<file path="src/source/sram_params.svh">
`ifndef SRAM_PARAMS_SVH
`define SRAM_PARAMS_SVH

// ####################
// system timing
// ####################

// system clock frequency in Hz that sets the length of one SRAM transaction
`define SRAM_CLOCK_HZ 100_000_000

// ####################
// SRAM geometry
// ####################

`define SRAM_ADDR_WIDTH 18 // half-word address bits on the SRAM pins

// ####################
// requesters
// ####################

`define SRAM_NUM_PORTS 2 // instruction port and data port

`endif

</file>
<file path="src/source/sram_pkg.sv">
`default_nettype none

package sram_pkg;

	// ####################
	// request payload
	// ####################

	// one 32-bit word access that the controller splits into two half-word cycles
	typedef struct packed {
		logic rw;             // 1 = write
		logic [31:0] address; // byte address with bits 1:0 ignored
		logic [31:0] wdata;
		logic [3:0] be;       // byte n enabled by bit n and ignored by reads
	} sram_req_t;

	// ####################
	// response payload
	// ####################

	typedef struct packed {
		logic [31:0] rdata; // valid in the ready cycle of a read
	} sram_rsp_t;

endpackage

`default_nettype wire

</file>
<file path="src/source/sram_controller.sv">
`timescale 1ns/1ps
`default_nettype none

`include "sram_params.svh"

// sequencer for an asynchronous 16-bit SRAM
// one 32-bit access runs as a low half-word and then a high half-word
// of CYCLES/2 clocks each
module sram_controller (
	input wire i_clock,
	input wire i_reset,

	// request from the arbiter
	input wire i_request,
	input wire sram_pkg::sram_req_t i_req,
	output logic o_ready,
	output sram_pkg::sram_rsp_t o_rsp,

	// SRAM pins with the data bus split into write, read and direction
	output logic [`SRAM_ADDR_WIDTH-1:0] o_sram_a,
	output logic [15:0] o_sram_d_w,
	input wire [15:0] i_sram_d_r,
	output logic o_sram_d_rw,
	output logic o_sram_ce_n,
	output logic o_sram_oe_n,
	output logic o_sram_we_n,
	output logic o_sram_lb_n,
	output logic o_sram_ub_n
);

	// ####################
	// timing constants
	// ####################

	// whole transaction length in clocks (4 at 100 MHz)
	localparam int CYCLES = (4 * `SRAM_CLOCK_HZ) / 100_000_000;
	localparam int HALF = CYCLES / 2;
	localparam int READ_OFFSET = 1;  // capture point inside a half
	localparam int WRITE_OFFSET = 1; // write strobe inside a half
	localparam int COUNT_W = $clog2(CYCLES + 2);

	logic [COUNT_W-1:0] count;
	logic [31:0] rdata; // assembled read word

	logic upper_half;
	logic do_write;
	logic do_read;
	logic lane_lo_on;
	logic lane_hi_on;

	assign upper_half = (count >= HALF);
	assign do_write = i_request && i_req.rw;
	assign do_read = i_request && !i_req.rw;

	// ####################
	// address and data
	// ####################

	always_comb begin
		// word address from the byte address with bit 0 picking the half
		o_sram_a = {i_req.address[`SRAM_ADDR_WIDTH:2], upper_half};

		if (upper_half)
			o_sram_d_w = i_req.wdata[31:16];
		else
			o_sram_d_w = i_req.wdata[15:0];
	end

	assign o_sram_d_rw = do_write; // drive the bus only for writes

	// ####################
	// control strobes
	// ####################

	assign o_sram_ce_n = !i_request; // chip selected during a transaction
	assign o_sram_oe_n = !do_read;

	always_comb begin
		o_sram_we_n = 1'b1;
		if (do_write) begin
			if (count == WRITE_OFFSET)
				o_sram_we_n = 1'b0;
			else if (count == HALF + WRITE_OFFSET)
				o_sram_we_n = 1'b0;
		end
	end

	// byte lanes follow be for writes while reads take the full half-word
	always_comb begin
		if (i_req.rw) begin
			lane_lo_on = upper_half ? i_req.be[2] : i_req.be[0];
			lane_hi_on = upper_half ? i_req.be[3] : i_req.be[1];
		end
		else begin
			lane_lo_on = 1'b1;
			lane_hi_on = 1'b1;
		end

		o_sram_lb_n = !(i_request && lane_lo_on);
		o_sram_ub_n = !(i_request && lane_hi_on);
	end

	// ####################
	// sequencing
	// ####################

	// counter runs while the request is held and clears in the idle cycle
	always_ff @(posedge i_clock) begin
		if (i_reset)
			count <= '0;
		else if (i_request)
			count <= count + 1'b1;
		else
			count <= '0;
	end

	always_ff @(posedge i_clock) begin
		if (do_read) begin
			if (count == READ_OFFSET)
				rdata[15:0] <= i_sram_d_r;
			else if (count == HALF + READ_OFFSET)
				rdata[31:16] <= i_sram_d_r;
		end
	end

	assign o_ready = i_request && (count >= CYCLES);
	assign o_rsp.rdata = rdata;

endmodule

`default_nettype wire

</file>
<file path="config.mk">
export PLATFORM = sky130hd
export DESIGN_NAME = sram_controller
export DESIGN_NICKNAME = d
export VERILOG_FILES = /design/src/source/sram_pkg.sv /design/src/source/sram_controller.sv
export VERILOG_INCLUDE_DIRS = /design/src /design/src/source
export SDC_FILE = /design/constraint.sdc
export NUM_CORES = 1
export LEC_CHECK = 0
export ABC_AREA = 0
export ABC_CLOCK_PERIOD_IN_PS = 3200
export BUFFER_PORTS_ARGS = -buffer_cell sky130_fd_sc_hd__buf_2
export CAP_MARGIN = 20
export CORE_MARGIN = 5
export CORE_UTILIZATION = 35
export CTS_CLUSTER_DIAMETER = 50
export DETAILED_ROUTE_END_ITERATION = 10
export PLACE_DENSITY = 0.8
export SLEW_MARGIN = 15
export SYNTH_ARGS = -nofsm -noshare
export SYNTH_HDL_FRONTEND = slang
export SYNTH_SLANG_ARGS = --single-unit
</file>
<file path="constraint.sdc">
create_clock -name i_clock -period 3.2 [get_ports i_clock]
set_input_delay 0.32 -clock i_clock [delete_from_list [all_inputs] [get_ports i_clock]]
set_output_delay 0.32 -clock i_clock [all_outputs]
set_load 0.1 [all_outputs]
</file>
==> metrics list <==
- For the worst setup path, the data required time is 2880 ps.
* Proportion of layout cells with a drive suffix above 1: 0.709
- The clock reaches the later pin of the worst-skew pair after around 280 ps.
* Clock skew: about 3.0 ps
- 161 I/O pins were placed.
- Warnings, synthesis: 0
* Number of fill cells in the layout: 394
* Worst-Margin Slew: 556 ps
* Launching element of the worst setup path: count[2]
- Summed over all nets, the switching power comes to 352 uW.
- The internal power of the cells totals just under 800 uW.
- In this run, the number of DRC markers left after iteration 0 of detailed routing was 36.
* Number of buffers added to fix hold violations after cts: 0
* RSZ-0062 raised after global routing: false
* Portion of total power attributed to sequential cells: 0.443
* Maximum vdd ir drop: 0.272 mV
- After floorplanning, the core was divided into 24 placement rows.
- Dividing the detail-routed wire length by the instance count gives 16.2 um.
* Global route total overflow: 0
- Setup slack on the critical path of the routed design comes to 1070 ps.
- Master cell of the clock root buffer: sky130_fd_sc_hd__clkbuf_8
* Worst Path Arrival: between 1500 and 2000 ps
- Critical-path maximum fanout: 19
* Number of nets at the end of the flow: 286
- The floorplan step defined a core boundary enclosing 0.00432 sq mm.
* Initial core utilization: 0.358
- Leading cell type in the layout, fill and taps excluded: sky130_fd_sc_hd__buf_2
- Number of search-and-repair iterations in the first detailed-routing pass: 2
- Fmax: 468 MHz
- The floorplan step defined a die boundary enclosing 0.00586 sq mm.
* Number of global-route vias before repair: 1215
- The run finished with clean final reports.
* Final max-slew violation count: 0
- Number of antenna violations at the first check in global routing: 0
* First-pass GRT wire length: 6250 um
- Detailed placement finished with a half-perimeter wire length of between 3000 and 4000 um.
- TritonCTS clock tree: yes
- TritonCTS Buffers: 5
- Clock tree sinks: 35
- Proportion of synthesized chip area in sequential cells: 0.659
- Syn Std Cell Area: 0.00155 sq mm
- Worst setup EP type: output port
* Total power after layout: 1140 uW
- Prior to clock tree synthesis, the placed netlist has a worst setup slack of between 1000 and 1500 ps.
* Share of the clock period used by the worst path: 0.667
- Across the run, the number of max-cap violations was 0.
* Leakage dissipation: 0.00100 uW
- Type of the worst setup path: flop to output port
* Total nets after synthesis: between 150 and 200
* Leading cell types in the layout, fill and taps excluded: sky130_fd_sc_hd__buf_2, sky130_fd_sc_hd__edfxtp_1, sky130_fd_sc_hd__mux2_2
- Capture point of the critical path: o_sram_d_w[4]
- Chip height: between 70 and 80 um
* Remaining design rule violation count: 0
- The share of total power dissipated in combinational logic is 0.232.
- Routed via count divided by cell count: 4.44
- Cell count after synthesis: 94
- The share of total power dissipated in the clock network is 0.325.
- Class of the worst hold path: input pin to flop
* Period minus WS final: 2140 ps
- Clock-pin slew was measured on the worst setup and hold paths at 60 ps.
* Kind of start point of the critical path: flop
- PwrDens: 534 mW/mm^2
* R2R Path Start: count[1]
* Postcts setup bufs: 0
- Number of distinct library cells after synthesis: 18
- The clock tree synthesis step divided the H-tree into 2 levels.
* Layout overhead on the synthesized area: 38.3%
- Relative max-transition margin: 0.629
* Remaining antenna violation count after routing: 0
- Pin count of the biggest net entering global routing: 20
- Of the post-synthesis cell area, the dominant cell type holds 0.620.
- A synthesized cell averages 16.5 sq um.
- Number of buffers between clock root and the deepest sink: 2
- For this run, the total global-route usage over all layers was measured as 0.138.
* Routability-driven placement congestion ratio: 0.723
- The worst register-to-register path has a depth of 5.
* RR Endpoint: o_rsp[19]
- Via count of the routed design: 1100
* Antenna cell count: 0
- Flops & latches, synth: 35
* Total of endpoints with negative setup slack in the final report: 0
- Post_cts resized: 0
- The worst register-to-register path has a setup slack of around 1600 ps.
* Die boundary width: 76.5 um
* Main area contributors after synthesis: sky130_fd_sc_hd__edfxtp_1, sky130_fd_sc_hd__buf_4, sky130_fd_sc_hd__mux2_4
- Count of input and output buffers: 111
- The final number of hold-violating endpoints is 0.
- Final Routed Wirelength: around 4000 um
* Fraction of power spent switching nets: 0.308
- Cell taking the most area after synthesis: sky130_fd_sc_hd__edfxtp_1
## Yosys cell counts
cell                       instances
sky130_fd_sc_hd__nor2_4            1
sky130_fd_sc_hd__nor3b_1           1
sky130_fd_sc_hd__o311ai_1          2
sky130_fd_sc_hd__and2_1            1
sky130_fd_sc_hd__edfxtp_1         32
sky130_fd_sc_hd__nor2_1            4
sky130_fd_sc_hd__buf_4            18
sky130_fd_sc_hd__o21ai_0           1
sky130_fd_sc_hd__inv_1             5
sky130_fd_sc_hd__nand2b_1          2
sky130_fd_sc_hd__mux2_4            7
sky130_fd_sc_hd__or4b_1            2
sky130_fd_sc_hd__buf_12            1
sky130_fd_sc_hd__dfxtp_1           3
sky130_fd_sc_hd__mux2_2            9
sky130_fd_sc_hd__ha_1              3
sky130_fd_sc_hd__and2b_2           1
sky130_fd_sc_hd__nor2b_1           1
## power by group through the flow
stage	clock network, uW	logic, uW	registers, uW
floorplan	0	281	541
detailed placement	0	268	516
finish	371	265	507
global route	408	276	507
CTS	382	268	507
global placement	0	264	516
## kinds of logic after synthesis
family / share of synthesized area
DFF: 0.659
buffers and inverters: 0.112
muxes: 0.133
and+or+nand+nor: 0.0565
AOI/OAI and AO/OA: 0.0145
adders and majority gates: 0.0242
## stage by stage
| stage | utilization | cells | cell area (sq um) | TNS (ps) | hold slack (ps) |
|---|---|---|---|---|---|
| floorplan | - | 94 | 1550 | -101 | 419 |
| finish | 0.495 | 248 | 2140 | 0 | 230 |
| global placement | 0.470 | 240 | 2030 | 0 | 433 |
| CTS | 0.495 | 248 | 2140 | 0 | 219 |
| global route | 0.495 | 248 | 2140 | 0 | 211 |
| detailed placement | 0.470 | 240 | 2030 | 0 | 467 |
## flip-flops by register name (all words and copies together) (netlist names)
name and cells:
o_rsp 32, count 3
## worst max-delay path, stage by stage, from the launching register on
cell and delay (ps):
sky130_fd_sc_hd__dfxtp_1 350, sky130_fd_sc_hd__nor2_4 480, sky130_fd_sc_hd__mux2_2 410, sky130_fd_sc_hd__buf_2 290
## cell type report
cell class | count | area [sq um] | share of cell area
sequential | 35 | 1020 | 0.477
timing repair buffer | 113 | 571 | 0.266
multi-input combinational | 35 | 359 | 0.168
clock buffer | 5 | 68.8 | 0.0321
tap | 52 | 65.1 | 0.0304
clock inverter | 3 | 38.8 | 0.0181
inverter | 5 | 18.8 | 0.00876
## worst min-delay path by stage
stage	start	end	cells past startpoint
finish	i_sram_d_r[5]	o_rsp[5]	1
global route	i_sram_d_r[10]	o_rsp[26]	1
CTS	i_sram_d_r[5]	o_rsp[5]	1
detailed placement	count[0]	count[0]	1
global placement	count[0]	count[0]	1
floorplan	i_sram_d_r[0]	o_rsp[0]	0
## metal layers
layer / part of all wire / wire, um / track usage / up-vias
met1: 0.31 / 1250 / 0.122 / 474
met2: 0.52 / 2100 / 0.247 / 79
met4: 0.032 / 127 / 0.0699 / 0
li1: - / - / - / 525
met3: 0.13 / 539 / 0.0780 / 22
met5: 0 / 0 / 0 / -
No activity file was read; power rests on OpenSTA's default activity.
